### src/decodePkg.sv
package decodePkg;

    typedef logic [31:0] word_t;
    typedef logic [5:0]  regAddr_t;        // 0..31 gpr, 32 hi, 33 lo

    localparam regAddr_t REG_RA = 6'd31;
    localparam regAddr_t REG_HI = 6'd32;
    localparam regAddr_t REG_LO = 6'd33;

    // one fetched word, read as R fields or as I/J fields
    typedef union packed {
        struct packed {
            logic [5:0] opcode;
            logic [4:0] rs;
            logic [4:0] rt;
            logic [4:0] rd;
            logic [4:0] shamt;
            logic [5:0] funct;
        } r;
        struct packed {
            logic [5:0]  opcode;
            logic [4:0]  rs;
            logic [4:0]  rt;
            logic [15:0] imm16;
        } i;
    } instWord_u;

    // =========================================================================
    // grouped by class, ranges are used by the classifier
    typedef enum logic [5:0] {
        UOP_ADD, UOP_ADDU, UOP_SUB, UOP_SUBU, UOP_SLT, UOP_SLTU,
        UOP_ADDI, UOP_ADDIU, UOP_SLTI, UOP_SLTIU,
        UOP_AND, UOP_OR, UOP_XOR, UOP_NOR, UOP_ANDI, UOP_ORI, UOP_XORI, UOP_LUI,
        UOP_SLL, UOP_SRL, UOP_SRA, UOP_SLLV, UOP_SRLV, UOP_SRAV,
        UOP_BEQ, UOP_BNE, UOP_BGEZ, UOP_BGTZ, UOP_BLEZ, UOP_BLTZ,
        UOP_BGEZAL, UOP_BLTZAL, UOP_J, UOP_JAL, UOP_JR, UOP_JALR,
        UOP_MFHI, UOP_MFLO, UOP_MTHI, UOP_MTLO,
        // each hi kind sits right before its lo partner
        UOP_MULTHI, UOP_MULTLO, UOP_MULTUHI, UOP_MULTULO,
        UOP_DIVHI, UOP_DIVLO, UOP_DIVUHI, UOP_DIVULO,
        UOP_LB, UOP_LH, UOP_LW, UOP_LBU, UOP_LHU, UOP_SB, UOP_SH, UOP_SW
    } uopKind_e;

    typedef enum logic [1:0] {UNIT_ALU, UNIT_MDU, UNIT_LSU} execUnit_e;

    typedef enum logic [2:0] {
        ALU_ARITH, ALU_LOGIC, ALU_SHIFT, ALU_BRANCH, ALU_MOVE, ALU_NONE
    } aluClass_e;

    typedef enum logic [2:0] {
        SEL_NONE, SEL_RS, SEL_RT, SEL_RD, SEL_HI, SEL_LO, SEL_RA
    } regSel_e;

    typedef enum logic [1:0] {IMM_SIGN, IMM_ZERO, IMM_UPPER, IMM_SHAMT} immSel_e;

    typedef enum logic [1:0] {TGT_NONE, TGT_BRANCH, TGT_JUMP} targetSel_e;

endpackage

### src/decodeCtrl.sv
`timescale 1ns/10ps

module decodeCtrl #(
    parameter int CREDITS = 4
) (
    input  logic clk,
    input  logic rstN,
    input  logic instValid,
    input  logic known,
    input  logic isPair,
    input  logic creditReturn,
    output logic instReady,
    output logic load,
    output logic secondHalf,
    output logic uopValid
);

    localparam int CW = $clog2(CREDITS + 1);

    logic [CW-1:0] credits;
    logic          pending;                    // lo half still owed
    logic          spend;

    // no new word while a lo half waits
    assign instReady  = (credits != '0) && !pending;
    assign load       = instValid && instReady && known;
    assign secondHalf = pending && (credits != '0);
    assign spend      = load || secondHalf;    // never both in one cycle

    // =========================================================================
    // credits, pending flag and output valid
    always_ff @(posedge clk or negedge rstN) begin
        if (!rstN) begin
            credits  <= CW'(CREDITS);
            pending  <= 1'b0;
            uopValid <= 1'b0;
        end else begin
            credits  <= credits - CW'(spend) + CW'(creditReturn);
            pending  <= (pending && !secondHalf) || (load && isPair);
            uopValid <= spend;
        end
    end

endmodule

### src/decodeTop.sv
`timescale 1ns/10ps

module decodeTop import decodePkg::*; #(
    parameter int CREDITS = 4
) (
    input  logic        clk,
    input  logic        rstN,
    input  logic        instValid,
    input  instWord_u   instWord,
    input  word_t       instPc,
    input  logic        creditReturn,
    output logic        instReady,
    output logic        uopValid,
    output uopKind_e    uopKind,
    output execUnit_e   uopUnit,
    output aluClass_e   uopAluClass,
    output regAddr_t    uopOp0Addr,
    output regAddr_t    uopOp1Addr,
    output regAddr_t    uopDstAddr,
    output logic        uopOp0Re,
    output logic        uopOp1Re,
    output logic        uopDstWe,
    output word_t       uopImm,
    output word_t       uopTarget,
    output word_t       uopPc
);

    uopKind_e    kind;
    execUnit_e   unit;
    aluClass_e   aluClass;
    regSel_e     op0Sel;
    regSel_e     op1Sel;
    regSel_e     dstSel;
    immSel_e     immSel;
    targetSel_e  targetSel;
    logic        isPair;
    logic        known;
    regAddr_t    op0Addr;
    regAddr_t    op1Addr;
    regAddr_t    dstAddr;
    logic        op0Re;
    logic        op1Re;
    logic        dstWe;
    word_t       imm;
    word_t       target;
    logic        load;
    logic        secondHalf;

    opClassifier classifier (
        .instWord(instWord), .kind(kind), .unit(unit), .aluClass(aluClass),
        .op0Sel(op0Sel), .op1Sel(op1Sel), .dstSel(dstSel), .immSel(immSel),
        .targetSel(targetSel), .isPair(isPair), .known(known)
    );

    operandSelect operands (
        .instWord(instWord), .instPc(instPc), .op0Sel(op0Sel), .op1Sel(op1Sel),
        .dstSel(dstSel), .immSel(immSel), .targetSel(targetSel),
        .op0Addr(op0Addr), .op1Addr(op1Addr), .dstAddr(dstAddr),
        .op0Re(op0Re), .op1Re(op1Re), .dstWe(dstWe), .imm(imm), .target(target)
    );

    decodeCtrl #(.CREDITS(CREDITS)) ctrl (
        .clk(clk), .rstN(rstN), .instValid(instValid), .known(known),
        .isPair(isPair), .creditReturn(creditReturn), .instReady(instReady),
        .load(load), .secondHalf(secondHalf), .uopValid(uopValid)
    );

    uopIssueStage issue (
        .clk(clk), .rstN(rstN), .load(load), .secondHalf(secondHalf),
        .kind(kind), .unit(unit), .aluClass(aluClass),
        .op0Addr(op0Addr), .op1Addr(op1Addr), .dstAddr(dstAddr),
        .op0Re(op0Re), .op1Re(op1Re), .dstWe(dstWe),
        .imm(imm), .target(target), .instPc(instPc),
        .uopKind(uopKind), .uopUnit(uopUnit), .uopAluClass(uopAluClass),
        .uopOp0Addr(uopOp0Addr), .uopOp1Addr(uopOp1Addr), .uopDstAddr(uopDstAddr),
        .uopOp0Re(uopOp0Re), .uopOp1Re(uopOp1Re), .uopDstWe(uopDstWe),
        .uopImm(uopImm), .uopTarget(uopTarget), .uopPc(uopPc)
    );

endmodule

### src/opClassifier.sv
`timescale 1ns/10ps

module opClassifier import decodePkg::*; (
    input  instWord_u   instWord,
    output uopKind_e    kind,
    output execUnit_e   unit,
    output aluClass_e   aluClass,
    output regSel_e     op0Sel,
    output regSel_e     op1Sel,
    output regSel_e     dstSel,
    output immSel_e     immSel,
    output targetSel_e  targetSel,
    output logic        isPair,
    output logic        known
);

    // =========================================================================
    // opcode, funct and regimm rt match
    always_comb begin
        kind  = UOP_ADD;
        known = 1'b1;
        case (instWord.i.opcode)
            6'h00:
                case (instWord.r.funct)
                    6'h00:   kind = UOP_SLL;
                    6'h02:   kind = UOP_SRL;
                    6'h03:   kind = UOP_SRA;
                    6'h04:   kind = UOP_SLLV;
                    6'h06:   kind = UOP_SRLV;
                    6'h07:   kind = UOP_SRAV;
                    6'h08:   kind = UOP_JR;
                    6'h09:   kind = UOP_JALR;
                    6'h10:   kind = UOP_MFHI;
                    6'h11:   kind = UOP_MTHI;
                    6'h12:   kind = UOP_MFLO;
                    6'h13:   kind = UOP_MTLO;
                    6'h18:   kind = UOP_MULTHI;
                    6'h19:   kind = UOP_MULTUHI;
                    6'h1a:   kind = UOP_DIVHI;
                    6'h1b:   kind = UOP_DIVUHI;
                    6'h20:   kind = UOP_ADD;
                    6'h21:   kind = UOP_ADDU;
                    6'h22:   kind = UOP_SUB;
                    6'h23:   kind = UOP_SUBU;
                    6'h24:   kind = UOP_AND;
                    6'h25:   kind = UOP_OR;
                    6'h26:   kind = UOP_XOR;
                    6'h27:   kind = UOP_NOR;
                    6'h2a:   kind = UOP_SLT;
                    6'h2b:   kind = UOP_SLTU;
                    default: known = 1'b0;
                endcase
            6'h01:                                      // regimm, rt picks the branch
                case (instWord.i.rt)
                    5'h00:   kind = UOP_BLTZ;
                    5'h01:   kind = UOP_BGEZ;
                    5'h10:   kind = UOP_BLTZAL;
                    5'h11:   kind = UOP_BGEZAL;
                    default: known = 1'b0;
                endcase
            6'h02:   kind = UOP_J;
            6'h03:   kind = UOP_JAL;
            6'h04:   kind = UOP_BEQ;
            6'h05:   kind = UOP_BNE;
            6'h06:   kind = UOP_BLEZ;
            6'h07:   kind = UOP_BGTZ;
            6'h08:   kind = UOP_ADDI;
            6'h09:   kind = UOP_ADDIU;
            6'h0a:   kind = UOP_SLTI;
            6'h0b:   kind = UOP_SLTIU;
            6'h0c:   kind = UOP_ANDI;
            6'h0d:   kind = UOP_ORI;
            6'h0e:   kind = UOP_XORI;
            6'h0f:   kind = UOP_LUI;
            6'h20:   kind = UOP_LB;
            6'h21:   kind = UOP_LH;
            6'h23:   kind = UOP_LW;
            6'h24:   kind = UOP_LBU;
            6'h25:   kind = UOP_LHU;
            6'h28:   kind = UOP_SB;
            6'h29:   kind = UOP_SH;
            6'h2b:   kind = UOP_SW;
            default: known = 1'b0;
        endcase
        if (instWord == '0) begin
            known = 1'b0;                               // nop wins over sll
        end
    end

    // =========================================================================
    // operand sources per kind
    always_comb begin
        case (kind) inside
            [UOP_MULTHI:UOP_DIVULO]: unit = UNIT_MDU;
            [UOP_LB:UOP_SW]:         unit = UNIT_LSU;
            default:                 unit = UNIT_ALU;
        endcase
        case (kind) inside
            [UOP_ADD:UOP_SLTIU]:     aluClass = ALU_ARITH;
            [UOP_AND:UOP_LUI]:       aluClass = ALU_LOGIC;
            [UOP_SLL:UOP_SRAV]:      aluClass = ALU_SHIFT;
            [UOP_BEQ:UOP_JALR]:      aluClass = ALU_BRANCH;
            [UOP_MFHI:UOP_MTLO]:     aluClass = ALU_MOVE;
            default:                 aluClass = ALU_NONE;
        endcase
        case (kind)
            UOP_SLL, UOP_SRL, UOP_SRA,
            UOP_SLLV, UOP_SRLV, UOP_SRAV: op0Sel = SEL_RT;    // shifted value
            UOP_MFHI:                     op0Sel = SEL_HI;
            UOP_MFLO:                     op0Sel = SEL_LO;
            UOP_J, UOP_JAL:               op0Sel = SEL_NONE;
            default:                      op0Sel = SEL_RS;
        endcase
        case (kind)
            UOP_ADD, UOP_ADDU, UOP_SUB, UOP_SUBU, UOP_SLT, UOP_SLTU,
            UOP_AND, UOP_OR, UOP_XOR, UOP_NOR, UOP_BEQ, UOP_BNE,
            UOP_MULTHI, UOP_MULTUHI, UOP_DIVHI, UOP_DIVUHI,
            UOP_SB, UOP_SH, UOP_SW:       op1Sel = SEL_RT;
            UOP_SLLV, UOP_SRLV, UOP_SRAV: op1Sel = SEL_RS;    // shift amount
            default:                      op1Sel = SEL_NONE;
        endcase
        case (kind)
            UOP_ADDI, UOP_ADDIU, UOP_SLTI, UOP_SLTIU, UOP_ANDI, UOP_ORI, UOP_XORI,
            UOP_LUI, UOP_LB, UOP_LH, UOP_LW, UOP_LBU, UOP_LHU: dstSel = SEL_RT;
            UOP_BGEZAL, UOP_BLTZAL, UOP_JAL:                   dstSel = SEL_RA;
            UOP_MTHI, UOP_MULTHI, UOP_MULTUHI,
            UOP_DIVHI, UOP_DIVUHI:                             dstSel = SEL_HI;
            UOP_MTLO:                                          dstSel = SEL_LO;
            UOP_BEQ, UOP_BNE, UOP_BGEZ, UOP_BGTZ, UOP_BLEZ, UOP_BLTZ,
            UOP_J, UOP_JR, UOP_SB, UOP_SH, UOP_SW:             dstSel = SEL_NONE;
            default:                                           dstSel = SEL_RD;
        endcase
        case (kind)
            UOP_ANDI, UOP_ORI, UOP_XORI: immSel = IMM_ZERO;
            UOP_LUI:                     immSel = IMM_UPPER;
            UOP_SLL, UOP_SRL, UOP_SRA:   immSel = IMM_SHAMT;
            default:                     immSel = IMM_SIGN;
        endcase
        case (kind)
            UOP_BEQ, UOP_BNE, UOP_BGEZ, UOP_BGTZ, UOP_BLEZ, UOP_BLTZ,
            UOP_BGEZAL, UOP_BLTZAL:      targetSel = TGT_BRANCH;
            UOP_J, UOP_JAL:              targetSel = TGT_JUMP;
            default:                     targetSel = TGT_NONE;
        endcase
        isPair = kind inside {UOP_MULTHI, UOP_MULTUHI, UOP_DIVHI, UOP_DIVUHI};
    end

endmodule

### src/operandSelect.sv
`timescale 1ns/10ps

module operandSelect import decodePkg::*; (
    input  instWord_u   instWord,
    input  word_t       instPc,
    input  regSel_e     op0Sel,
    input  regSel_e     op1Sel,
    input  regSel_e     dstSel,
    input  immSel_e     immSel,
    input  targetSel_e  targetSel,
    output regAddr_t    op0Addr,
    output regAddr_t    op1Addr,
    output regAddr_t    dstAddr,
    output logic        op0Re,
    output logic        op1Re,
    output logic        dstWe,
    output word_t       imm,
    output word_t       target
);

    logic [15:0] imm16;
    logic [25:0] jumpIndex;

    function automatic regAddr_t selAddr(regSel_e sel, instWord_u w);
        case (sel)
            SEL_RS:  return {1'b0, w.r.rs};
            SEL_RT:  return {1'b0, w.r.rt};
            SEL_RD:  return {1'b0, w.r.rd};
            SEL_HI:  return REG_HI;
            SEL_LO:  return REG_LO;
            SEL_RA:  return REG_RA;
            default: return '0;
        endcase
    endfunction

    assign imm16     = instWord.i.imm16;
    assign jumpIndex = {instWord.i.rs, instWord.i.rt, instWord.i.imm16};

    assign op0Addr = selAddr(op0Sel, instWord);
    assign op1Addr = selAddr(op1Sel, instWord);
    assign dstAddr = selAddr(dstSel, instWord);
    assign op0Re   = (op0Sel != SEL_NONE);
    assign op1Re   = (op1Sel != SEL_NONE);
    assign dstWe   = (dstSel != SEL_NONE);

    always_comb begin
        case (immSel)
            IMM_ZERO:  imm = {16'h0000, imm16};
            IMM_UPPER: imm = {imm16, 16'h0000};                     // lui
            IMM_SHAMT: imm = {27'd0, instWord.r.shamt};
            default:   imm = {{16{imm16[15]}}, imm16};
        endcase
        case (targetSel)
            TGT_BRANCH: target = {{14{imm16[15]}}, imm16, 2'b00};   // pc-relative offset
            TGT_JUMP:   target = {instPc[31:28], jumpIndex, 2'b00}; // region from pc
            default:    target = '0;
        endcase
    end

endmodule

### src/uopIssueStage.sv
`timescale 1ns/10ps

module uopIssueStage import decodePkg::*; (
    input  logic        clk,
    input  logic        rstN,
    input  logic        load,
    input  logic        secondHalf,
    input  uopKind_e    kind,
    input  execUnit_e   unit,
    input  aluClass_e   aluClass,
    input  regAddr_t    op0Addr,
    input  regAddr_t    op1Addr,
    input  regAddr_t    dstAddr,
    input  logic        op0Re,
    input  logic        op1Re,
    input  logic        dstWe,
    input  word_t       imm,
    input  word_t       target,
    input  word_t       instPc,
    output uopKind_e    uopKind,
    output execUnit_e   uopUnit,
    output aluClass_e   uopAluClass,
    output regAddr_t    uopOp0Addr,
    output regAddr_t    uopOp1Addr,
    output regAddr_t    uopDstAddr,
    output logic        uopOp0Re,
    output logic        uopOp1Re,
    output logic        uopDstWe,
    output word_t       uopImm,
    output word_t       uopTarget,
    output word_t       uopPc
);

    always_ff @(posedge clk or negedge rstN) begin
        if (!rstN) begin
            uopOp0Re <= 1'b0;
            uopOp1Re <= 1'b0;
            uopDstWe <= 1'b0;
        end else if (load) begin
            uopOp0Re <= op0Re;
            uopOp1Re <= op1Re;
            uopDstWe <= dstWe;                  // lo half keeps the write
        end
    end

    always_ff @(posedge clk) begin
        if (load) begin
            uopKind     <= kind;
            uopUnit     <= unit;
            uopAluClass <= aluClass;
            uopOp0Addr  <= op0Addr;
            uopOp1Addr  <= op1Addr;
            uopDstAddr  <= dstAddr;
            uopImm      <= imm;
            uopTarget   <= target;
            uopPc       <= instPc;
        end else if (secondHalf) begin
            uopKind    <= uopKind_e'(uopKind + 6'd1);   // hi kind to its lo partner
            uopDstAddr <= REG_LO;
        end
    end

endmodule

### config.mk
export PLATFORM = sky130hd
export DESIGN_NAME = decodeTop
export DESIGN_NICKNAME = d
export VERILOG_FILES = /design/src/decodePkg.sv /design/src/decodeCtrl.sv /design/src/decodeTop.sv /design/src/opClassifier.sv /design/src/operandSelect.sv /design/src/uopIssueStage.sv
export SDC_FILE = /design/constraint.sdc
export NUM_CORES = 1
export LEC_CHECK = 0
export BUFFER_PORTS_ARGS = -buffer_cell sky130_fd_sc_hd__buf_2
export CORE_UTILIZATION = 30
export DETAILED_ROUTE_END_ITERATION = 12
export SETUP_SLACK_MARGIN = 0.05
export SLEW_MARGIN = 40
export SYNTH_ARGS = -nofsm -noshare
export SYNTH_HDL_FRONTEND = slang
export SYNTH_SLANG_ARGS = --single-unit
### constraint.sdc
create_clock -name clk -period 4.2 [get_ports clk]
set_input_delay 0.63 -clock clk [delete_from_list [all_inputs] [get_ports clk]]
set_output_delay 0.63 -clock clk [all_outputs]
set_load 0.05 [all_outputs]
### After elaboration in Yosys (flattened, before gate mapping)

Memories as Yosys holds them, arrays and structs flattened.
Cells that the tools add are included.
Widths: inputs -> output; s select.

| word-level totals | value |
|---|---|
| register bits | 133 |
| bits in read-only memories | 320 |
| input bits | 68 |
| output and inout bits | 130 |
| word-level logic and storage cells | 197 |
| memories | 2 |

Memories:

| name | depth | bits a word | rd ports | clocked after Yosys merged registers in | wr ports | RTL line | RTL |
|---|---|---|---|---|---|---|---|
| (no name shown) | 64 | 3 | 1 | 0 | 0 | opClassifier.sv:122 | `case (kind)` |
| (no name shown) | 64 | 2 | 1 | 0 | 0 | opClassifier.sv:114 | `case (kind)` |

| cells by class | value |
|---|---|
| add/sub/neg operators | 3 |
| magnitude comparators | 14 |
| eq/ne operators | 100 |
| muxes and demuxes | 24 |
| reductions and logical operators | 37 |

Operator list:

| operator | number |
|---|---|
| $eq 6x6->1 const B | 26 |
| $pmux 6 s25 | 1 |
| $eq 6x5->1 const B | 24 |
| $pmux 6 s24 | 1 |
| $pmux 6 s6 | 3 |
| $pmux 32 s3 | 1 |
| $eq 6x4->1 const B | 12 |
| $pmux 32 s2 | 1 |
| $eq 6x3->1 const B | 7 |
| $logic_not 32->1 | 1 |
| $eq 3x3->1 const B | 9 |
| $reduce_or 26->1 | 1 |
| $eq 6x2->1 const B | 4 |
| $le 6x6->1 const B | 4 |
| $mux 6 | 4 |
| $reduce_or 22->1 | 1 |
| $pmux 5 s4 | 1 |
| $eq 3x2->1 const B | 6 |
| $ge 6x6->1 const B | 3 |
| $logic_and 1x1->1 | 13 |
| $ge 6x5->1 const B | 2 |
| $le 6x5->1 const B | 2 |
| $logic_not 6->1 | 2 |
| $pmux 3 s4 | 1 |
| 28 further kinds | 48 |

### Depth between registers and ports, before layout

Gate-level depths: netlist of run 1.

| depth | value |
|---|---|
| word-level depth | 9 |
| gate-level depth with buffers | 15 |
| depth with buffers taken out | 13 |

### By module

A second synthesis of run 1 with hierarchy kept.

| second synthesis, totals | value |
|---|---|
| cells, all modules | 572 |
| area total of the unflattened synthesis | 6707.7 um^2 |

By module, submodules not included:

| module | instances | cells each | area each (um^2) |
|---|---|---|---|
| uopIssueStage | 1 | 161 | 4043.9 |
| opClassifier | 1 | 196 | 1238.7 |
| operandSelect | 1 | 192 | 1152.4 |
| decodeCtrl | 1 | 23 | 272.8 |

### Worst setup path before layout of run 1

Ideal clock, no wire load.

| timing path | value |
|---|---|
| path type | input -> register |
| start point | input instWord[27] (netlist name) |
| end point | register issue.uopDstAddr[0], data pin |
| library setup time | 0.398 ns |
| arrival time | 4.411 ns |
| data required time | 3.802 ns |
| setup slack | -0.609 ns |
| stages on the path | 8 |
| path buffers | 2 |
| path through | clkbuf_1 -> clkbuf_1 -> nor4_1 -> a221oi_1 -> o2111ai_1 -> inv_1 -> and3_1 -> a311oi_1 |

| between the ends | value |
|---|---|
| word-level cells in the longest chain between the ends | 6 |
| elaborated cells between the ends (all ways) | 39 |
| classes of those cells | eq/ne (29); mux (5); reduce/logical (4); memory (1) |

RTL lines:

| element | RTL line | RTL |
|---|---|---|
| from (decl) | decodeTop.sv:9 | `input instWord_u instWord,` |
| $eq 6x2->1 (tied with other cells) | opClassifier.sv:22 | `case (instWord.i.opcode)` |
| $reduce_or 22->1 (no line) | -- |  |
| $pmux 1 s3 | opClassifier.sv:22 |  |
| $mux 1 (*) | opClassifier.sv:85 | `if (instWord == '0) begin` |
| $logic_and 1x1->1 (*) | decodeCtrl.sv:26 | `assign load = instValid && instReady && known;` |
| net ctrl.load | decodeCtrl.sv:13 | `output logic load,` |
| $mux 6 (*) | uopIssueStage.sv:47 | `if (load) begin` |
| to (signal assigned) | uopIssueStage.sv:53 | `uopDstAddr <= dstAddr;` |
| to (decl) | uopIssueStage.sv:25 | `output regAddr_t uopDstAddr,` |

The timed path passes the listed nets; every way through them passes the cells marked *.
A chain may end at the register's enable or synchronous reset.

### Worst setup path in the final report of run 1

| timing path | value |
|---|---|
| start point | input instWord[28] (netlist name) |
| end point | register issue.uopOp0Addr[0], data pin |

| between the ends | value |
|---|---|
| word-level cells in the longest chain between the ends | 7 |
| elaborated cells between the ends (all ways) | 45 |
| classes of those cells | eq/ne (39); mux (3); reduce/logical (3) |

RTL lines:

| element | RTL line | RTL |
|---|---|---|
| $eq 6x6->1 (tied with other cells) | opClassifier.sv:22 |  |
| $pmux 6 s24 (*) | opClassifier.sv:22 |  |
| $eq 6x5->1 or $eq 6x6->1 (tied branches) | opClassifier.sv:106 | `case (kind)` |
| $reduce_or 6->1 or $reduce_or 2->1 (tied branches) | opClassifier.sv:106 |  |
| $pmux 3 s4 (*) | opClassifier.sv:106 |  |
| $eq 3x3->1 (tied with other cells) | operandSelect.sv:25 | `case (sel)` |
| $pmux 6 s6 (*) | operandSelect.sv:25 |  |
| net issue.op0Addr[0] | uopIssueStage.sv:11 | `input regAddr_t op0Addr,` |
| to (signal assigned) | uopIssueStage.sv:51 | `uopOp0Addr <= op0Addr;` |
| to (decl) | uopIssueStage.sv:23 | `output regAddr_t uopOp0Addr,` |

Marked as above.

==> impl_results.md, run 1 <==
- Layout Nets: a little under 800
- Synth async-reset ratio: 6.15%
- Worst Path Required: ~4.4 ns
- Endpoints failing hold: 0
- CP max stage cell: nor4_4
- Cell Area, Synth: approximately 6100 sq um
- Crit path launch type: input port
- Fin cells: between 900 and 1,000
- Period minus WS final: ~3.5 ns
- Initial antenna violation count: 3
- Commonest non-fill, non-tap cell in the layout: buf_2
- Buf/Inv on CP: 2
- WL final: 17,200 microns
- Most frequent cells in the layout: buf_2 (194), edfxtp_1 (122), nand2_1 (45), a21oi_1 (32)
- CTS tree: yes
- Compound-gate portion of the synthesized area: between 10% and 20%
- # H-tree levels: 4
- Pwr dens: ~490 nW/um^2
- Synth unique cells: 67
- Mean Syn Cell Area: between 10 and 15 sq um
- Seq/Total Area, Yosys: 63.2%
- Row count: a little over 50
- Crit path kind: in -> reg
- Number of flops mapped to enable cells by yosys: 122
- Multi-input logic area: 2020 sq um
- Top post-synthesis cells by area: edfxtp_1 (60%), dfrtp_1 (2.9%), nand2_1 (2.8%), a21oi_1 (2.6%), a21o_1 (2.5%)
- Drt first-iter violations: 290
- Register area: 3860 sq um
- Boundary Pins: slightly below 200
- Num CTS Buffers: 17
- Post-Synth XOR/XNOR Area: between 1 and 1.5%
- Area Growth Syn to Fin: 31.4%
- Antenna viol nets, final: 0
- Die Ht: 145 microns
- Post-synthesis mux area share: between 1.5 and 2%
- Yosys warnings: 0
- P_leak: between 3 and 4 nW
- Simple-Gate Fraction of Synth Area: between 10% and 20%
- Die ar.: 21,000 sq um
- #FFs+latches synth: 130
- Peak Freq: between 0.2 and 0.3 GHz
- Setup TNS: 0 ns
- CP cell instances: buf_2, nor4_4, o211ai_1, a221o_1, o21bai_1, nand2_1, inv_1, ha_1, o21ai_0, a21oi_4, or2_1, mux2_1
- Routability congestion estimate: 0.851
- Final setup vio count: 0
- Worst-path fanout max: 14
- Post-route DRC: 0
- Vias in the first global route: between 4,000 and 5,000
- Detailed Routing Iterations Pass 1: 6
- Root Buffer: clkbuf_16
- GRT Util Overall: 16.4%
- Max Buffers Root-to-Sink: 2
- Status: complete, no violations
- Setup bufs post-CTS: 0
- Port bufs: 194
- GRT overflow: 0
- WP data arrival: 3.71 ns
- VDD IR-drop max: around 0.23 mV
- Initial Util: 31.0%
- Worst Skew: roughly 0.0078 ns
- Core Box Area: 19,700 sq um
- Mapped Cells: 504
- HP Class: in -> async
- Worst-skew pair later-pin latency: roughly 0.42 ns
- Max cap viols: 0
- Reg clk slew, reported paths: 0.06 ns
- Main combinational cell family by area after synthesis: compound AO/OA/AOI/OAI gates
- Placed cell area: between 7000 and 8000 sq um
- Layout cells sized above 1: 36.8%
- Synth Area in Adders: slightly below 2%
- Synth area leader: edfxtp_1
- Detailed placement HPWL: about 13,000 microns
- Die W: between 100 and 150 microns
- Avg WL per Cell: approximately 18 microns
- Final Max Slew Viols: 0
- Synth Flop Type: edfxtp_1
- Via count: between 4,000 and 5,000
- Filler cell count: 1,938
- Least-Margin Pin Slew: 0.569 ns
- Post-CTS resize count: 0
- Clock Sink Count: 130
- Hold Buf Count CTS: 0
- Design area: roughly 8000 sq um
- Max-slew headroom: about three fifths
- Cell family with most CP delay: compound AO/OA/AOI/OAI gates
- Final Cycle Share: between 80% and 90%
- RSZ-0062 raised after global routing: false
- Area share of the largest cell type after synthesis: between 50 and 60%
- First-pass GRT wire length: around 25,000 microns
- Vias per Instance: between 4 and 5
- Worst path max stage delay: 0.47 ns
- Pin count of the biggest net entering global routing: between 70 and 80
- Crit. End Element: flop
- Placed cells: 948
==> power breakdown <==
part / switching, W / internal (W) / leakage, nW / total [W]
clock: 0.000572 / 0.000942 / 0.289 / 0.00151
sequential: 0.0000401 / 0.00156 / 1.27 / 0.00160
combinational: 0.000605 / 0.000201 / 1.73 / 0.000806
==> cell type report <==
class,instances,area share (%)
Tap cell,265,4.13
Multi-Input combinational cell,317,25.1
Sequential cell,130,48.1
Inverter,28,1.35
Clock buffer,18,5.34
Antenna cell,1,0.0311
Clock inverter,14,2.26
Timing Repair Buffer,208,13.7
==> kinds of logic after synthesis <==
kind of cell | count (synthesis)
compound gates | 132
xor+xnor | 8
fa+ha+maj | 9
buf+inv | 59
flops | 130
mux | 9
other cells | 1
simple gates | 156
==> final timing paths <==
kind | to | slack [ns] | cells after the start | start
max in group asynchronous | ctrl.credits[2]$_DFF_PN1_ | 3.91 | 1 | rstN
max reg2reg | ctrl.credits[2]$_DFF_PN1_ | 1.74 | 11 | ctrl.credits[1]$_DFF_PN0_
min in group clk | issue.uopPc[24]$_DFFE_PP_ | 0.39 | 1 | instPc[24]
max | issue.uopOp0Addr[0]$_DFFE_PP_ | 0.66 | 12 | instWord[28]
min reg2reg | issue.uopOp1Re$_DFFE_PN0P_ | 0.48 | 2 | issue.uopOp1Re$_DFFE_PN0P_
min | ctrl.pending$_DFF_PN0_ | 0.04 | 1 | rstN
==> through the flow <==
| stage | util [%] | setup WS (ns) | total power, W | hold WS [ns] |
|---|---|---|---|---|
| after floorplan | - | 0.0606 | 0.00222 | 0.334 |
| after global placement | 37.6 | 0.421 | 0.00244 | 0.477 |
| after detailed placement | 37.6 | 0.282 | 0.00244 | 0.475 |
| after CTS | 40.7 | 0.710 | 0.00397 | 0.0328 |
| after global routing | 40.8 | 0.438 | 0.00409 | 0.0461 |
| final | 40.8 | 0.658 | 0.00392 | 0.0446 |
==> state kept, by name, indices dropped and copies added, names as in the netlist, 3 cells and up <==
register / cells
issue.uopKind: 6
ctrl.credits: 3
issue.uopAluClass: 3
issue.uopPc: 32
issue.uopTarget: 30
issue.uopImm: 32
issue.uopOp0Addr: 6
issue.uopOp1Addr: 5
issue.uopDstAddr: 6
==> metal layers <==
| metal | part of all wire (%) | track usage, % |
|---|---|---|
| met4 | 1.3 | 5.48 |
| met5 | 0.075 | 0 |
| met2 | 50 | 28.3 |
| met1 | 41 | 19.6 |
| met3 | 7.7 | 4.54 |
==> worst reg2reg max path: cells and delay by family, from the launching register on <==
family	cells	cell delay [ns]
adder cells (fa/ha/maj)	3	0.83
AND/OR/NAND/NOR	2	0.44
flip-flops	1	0.41
XOR/XNOR	2	0.30
AO/OA/AOI/OAI	2	0.29
buffers and inverters	2	0.11
==> cell usage after synthesis (6+ instances only) <==
master and instances:
nor2_1 27, clkbuf_1 18, edfxtp_1 122, a21o_1 20, nor3_1 19, a21oi_1 32
nor4_1 6, dfrtp_1 7, o31ai_1 11, inv_1 27, a211oi_1 6, and2_1 17
ha_1 8, nand2_1 45, nand3_1 8, o21ai_0 23
(Power assumes the default switching activity.)
==> run 2, diff against run 1 <==
--- a/config.mk
+++ b/config.mk
@@ -5,6 +5,7 @@
 export SDC_FILE = /design/constraint.sdc
 export NUM_CORES = 1
 export LEC_CHECK = 0
+export ABC_AREA = 1
 export BUFFER_PORTS_ARGS = -buffer_cell sky130_fd_sc_hd__buf_2
 export CORE_UTILIZATION = 30
 export DETAILED_ROUTE_END_ITERATION = 12
==> constraint.sdc (replaced) <==
create_clock -name clk -period 3.2 [get_ports clk]
set_input_delay 0.48 -clock clk [delete_from_list [all_inputs] [get_ports clk]]
set_output_delay 0.48 -clock clk [all_outputs]
set_load 0.05 [all_outputs]
==> impl_results.md, run 2 <==
- Status: complete, no violations
- Root Buffer: clkbuf_16
- Area Growth Syn to Fin: 31.6%
- Die Ht: 148 microns (+2.2%)
- Max cap viols: 0 (unchanged)
- Routability congestion estimate: 0.862 (+1.4%)
- HP Class: in -> reg
- Crit path top cell by count: inv_1
- Pwr dens: 648 nW/um^2 (+33%)
- # H-tree levels: 4 (unchanged)
- Mean Syn Cell Area: 9.96 sq um (-18%)
- CP cell instances: buf_2, inv_1, nor2_1, inv_1, nor2_1, nor2_1, nand3_1, a21oi_4, inv_1, ha_1, inv_1, nand2_1, nand3_1, nand3_1, nand3_2, nor2_2, nand2_1, nand3_1, nand2_1, inv_1
- Synth async-reset ratio: 6.15% (unchanged)
- Avg WL per Cell: 15.8 microns (-10%)
- Die ar.: 21,900 sq um (+4.4%)
- Max-slew headroom: 63.4% (+1.6 points)
- Core Box Area: 21,000 sq um (+6.3%)
- Worst Path Required: 3.49 ns (-0.87 ns)
- #FFs+latches synth: 130 (unchanged)
- Synth Flop Type: edfxtp_1
- GRT overflow: 0 (unchanged)
- Least-Margin Pin Slew: 0.549 ns (-0.0201 ns)
- Initial antenna violation count: 0 (-3)
- Cell Area, Synth: 6390 sq um (+4.4%)
- Synth unique cells: 47 (-30%)
- Layout Nets: 936 (+20%)
- Number of flops mapped to enable cells by yosys: 122 (unchanged)
- Post-synth top cells: nand2_1 (146), edfxtp_1 (122), nor2_1 (64)
- Vias per Instance: 4.62 (-4.2%)
- Antenna Cells: 0 (-1)
- Top post-synthesis cells by area: edfxtp_1 (57%), nand2_1 (8.6%), nand3_1 (4.5%), nor2_1 (3.8%), inv_1 (3.2%)
- Mapped Cells: 641 (+27%)
- CP max stage cell: ha_1
- Yosys warnings: 0 (unchanged)
- Worst Skew: 0.0105 ns (+0.00268 ns)
- Worst-skew pair later-pin latency: 0.42 ns (about the same)
- Largest registers: issue.uopImm: 32 flops, issue.uopPc: 32 flops, issue.uopTarget: 30 flops
- Most frequent cells in the layout: buf_2 (194), nand2_1 (146), edfxtp_1 (122), nor2_1 (63), nand3_1 (57)
- Layout cells sized above 1: 36.1% (-0.66 points)
- Via count: 5,297 (+12%)
- Antenna viol nets, final: 0 (unchanged)
- Vias in the first global route: 5,110 (+19%)
- Endpoints failing hold: 0 (unchanged)
- Port bufs: 194 (unchanged)
- Row count: 53 (+3.9%)
- Drt first-iter violations: 307 (+5.9%)
- Boundary Pins: 198 (unchanged)
- Worst path max stage delay: 0.30 ns (-0.17 ns)
- Crit path kind: in -> reg
- RSZ-0062 raised after global routing: false
- Seq/Total Area, Yosys: 60.5% (-2.7 points)
- GRT Util Overall: 17.0% (+0.56 points)
- First-pass GRT wire length: 28,000 microns (+12%)
- Die W: 148 microns (+2.2%)
- Num CTS Buffers: 17 (unchanged)
- Post-route DRC: 0 (unchanged)
- Detailed Routing Iterations Pass 1: 7 (+1)
- Initial Util: 30.5% (-0.54 points)
- Max Buffers Root-to-Sink: 2 (unchanged)
- Register area: 3860 sq um (unchanged)
- Detailed placement HPWL: 13,700 microns (+8.1%)
- P_leak: 3.66 nW (+11%)
- Worst-path fanout max: 8 (-6)
- Pin count of the biggest net entering global routing: 57 (-24%)
- Crit. End Element: flop
- Commonest non-fill, non-tap cell in the layout: buf_2
- CTS tree: yes
- VDD IR-drop max: 0.372 mV (+61%)
- Final Cycle Share: ~84%
- Placed cell area: 7790 sq um (+4.9%)
- Post-CTS resize count: 0 (unchanged)
- WL final: 18,100 microns (+5.0%)
- Design area: 8410 sq um (+4.6%)
- Final Max Slew Viols: 0 (unchanged)
- Synth area leader: edfxtp_1
- Peak Freq: between 0.3 and 0.4 GHz
- WP data arrival: 2.97 ns (-0.74 ns)
- Filler cell count: 2,102 (+8.5%)
- Reg clk slew, reported paths: 0.06 ns (about the same)
- Multi-input logic area: 2160 sq um (+7.4%)
- Most frequent cell after synthesis: nand2_1
- Crit path launch type: input port
- Period minus WS final: around 2.7 ns
- Area share of the largest cell type after synthesis: 57.4% (-2.5 points)
- Setup TNS: 0 ns (unchanged)
- Clock Sink Count: 130 (unchanged)
- Final setup vio count: 0 (unchanged)
==> run 2: changes by cell type in the layout (fill, tap and decap cells not counted), sizes merged, moves of 6 or more <==
cell,previous run,this run
a211oi,6,0
o31ai,11,0
inv,30,78
o21ai,27,50
nand2,46,154
and2,17,0
nor3,20,3
a21o,20,0
nand3,8,61
nor2,27,90
a21oi,33,25
==> run 2: cell type report <==
cell class,count,share of cell area [%]
flip-flops and latches,130,46.0
multi-input cells,422,25.7
repair buffers,211,13.4
clock buffers,17,5.06
well taps,275,4.09
inverters,77,3.56
clock inverters,15,2.19
==> run 2: critical path: cells and delay by family <==
family                     cells  cell delay [ns]
AOI/OAI and AO/OA              1             0.29
buffers and inverters          6             0.59
adders and majority gates      1             0.30
and+or+nand+nor               12             1.31
==> run 2: cells by family after synthesis <==
kind of cell / count (synthesis) / synth area share, %
flip-flops: 130 / 60.5
XOR/XNOR: 6 / 0.823
buffers and inverters: 91 / 5.82
adder cells (fa/ha/maj): 9 / 1.88
other: 1 / 0.0587
AO/OA/AOI/OAI: 84 / 7.58
AND/OR/NAND/NOR: 320 / 23.3
==> run 2: power by group <==
part	internal [W]	switching, W	leakage (nW)
combinational	0.000298	0.00101	2.18
clock	0.00123	0.000744	0.297
sequential	0.00210	0.0000654	1.19
==> run 2: routing by layer <==
metal,up-vias,GRT usage (%),part of all wire [%]
li1,2614,-,-
met1,2475,21.6,45
met2,193,28.5,47
met3,15,3.95,6.5
met4,0,5.31,1.2
met5,-,0,0
==> run 2: timing repair <==
action	4_1_cts	5_1_grt
hold endpoints to repair	7	0
setup buffers	0	0
hold buffers	1	0
==> run 2: metrics by stage <==
stage	setup WS (ns)	util, %	instances	hold slack, ns	power [W]
6_report	0.513	40.1	1147	0.242	0.00545
5_1_grt	0.229	40.1	1147	0.215	0.00569
4_1_cts	0.575	40.1	1147	0.222	0.00551
3_5_place_dp	0.145	37.2	1114	0.330	0.00352
3_3_place_gp	0.204	37.2	1114	0.332	0.00351
2_1_floorplan	0.0592	-	643	0.184	0.00316
==> run 2: path summary, 6_finish.rpt <==
kind / from / to / slack (ns) / cells after the start
setup / recovery: instWord[5] / issue.uopDstAddr[2]$_SDFFCE_PN0N_ / 0.51 / 20
hold / removal: instPc[0] / issue.uopPc[0]$_DFFE_PP_ / 0.24 / 1
setup reg to reg: ctrl.credits[1]$_DFF_PN0_ / ctrl.credits[2]$_DFF_PN1_ / 0.78 / 12
hold reg to reg: issue.uopOp1Re$_DFFE_PN0P_ / issue.uopOp1Re$_DFFE_PN0P_ / 0.48 / 2
max in group asynchronous: rstN / ctrl.credits[2]$_DFF_PN1_ / 2.52 / 2
min in group asynchronous: rstN / ctrl.pending$_DFF_PN0_ / 0.44 / 2
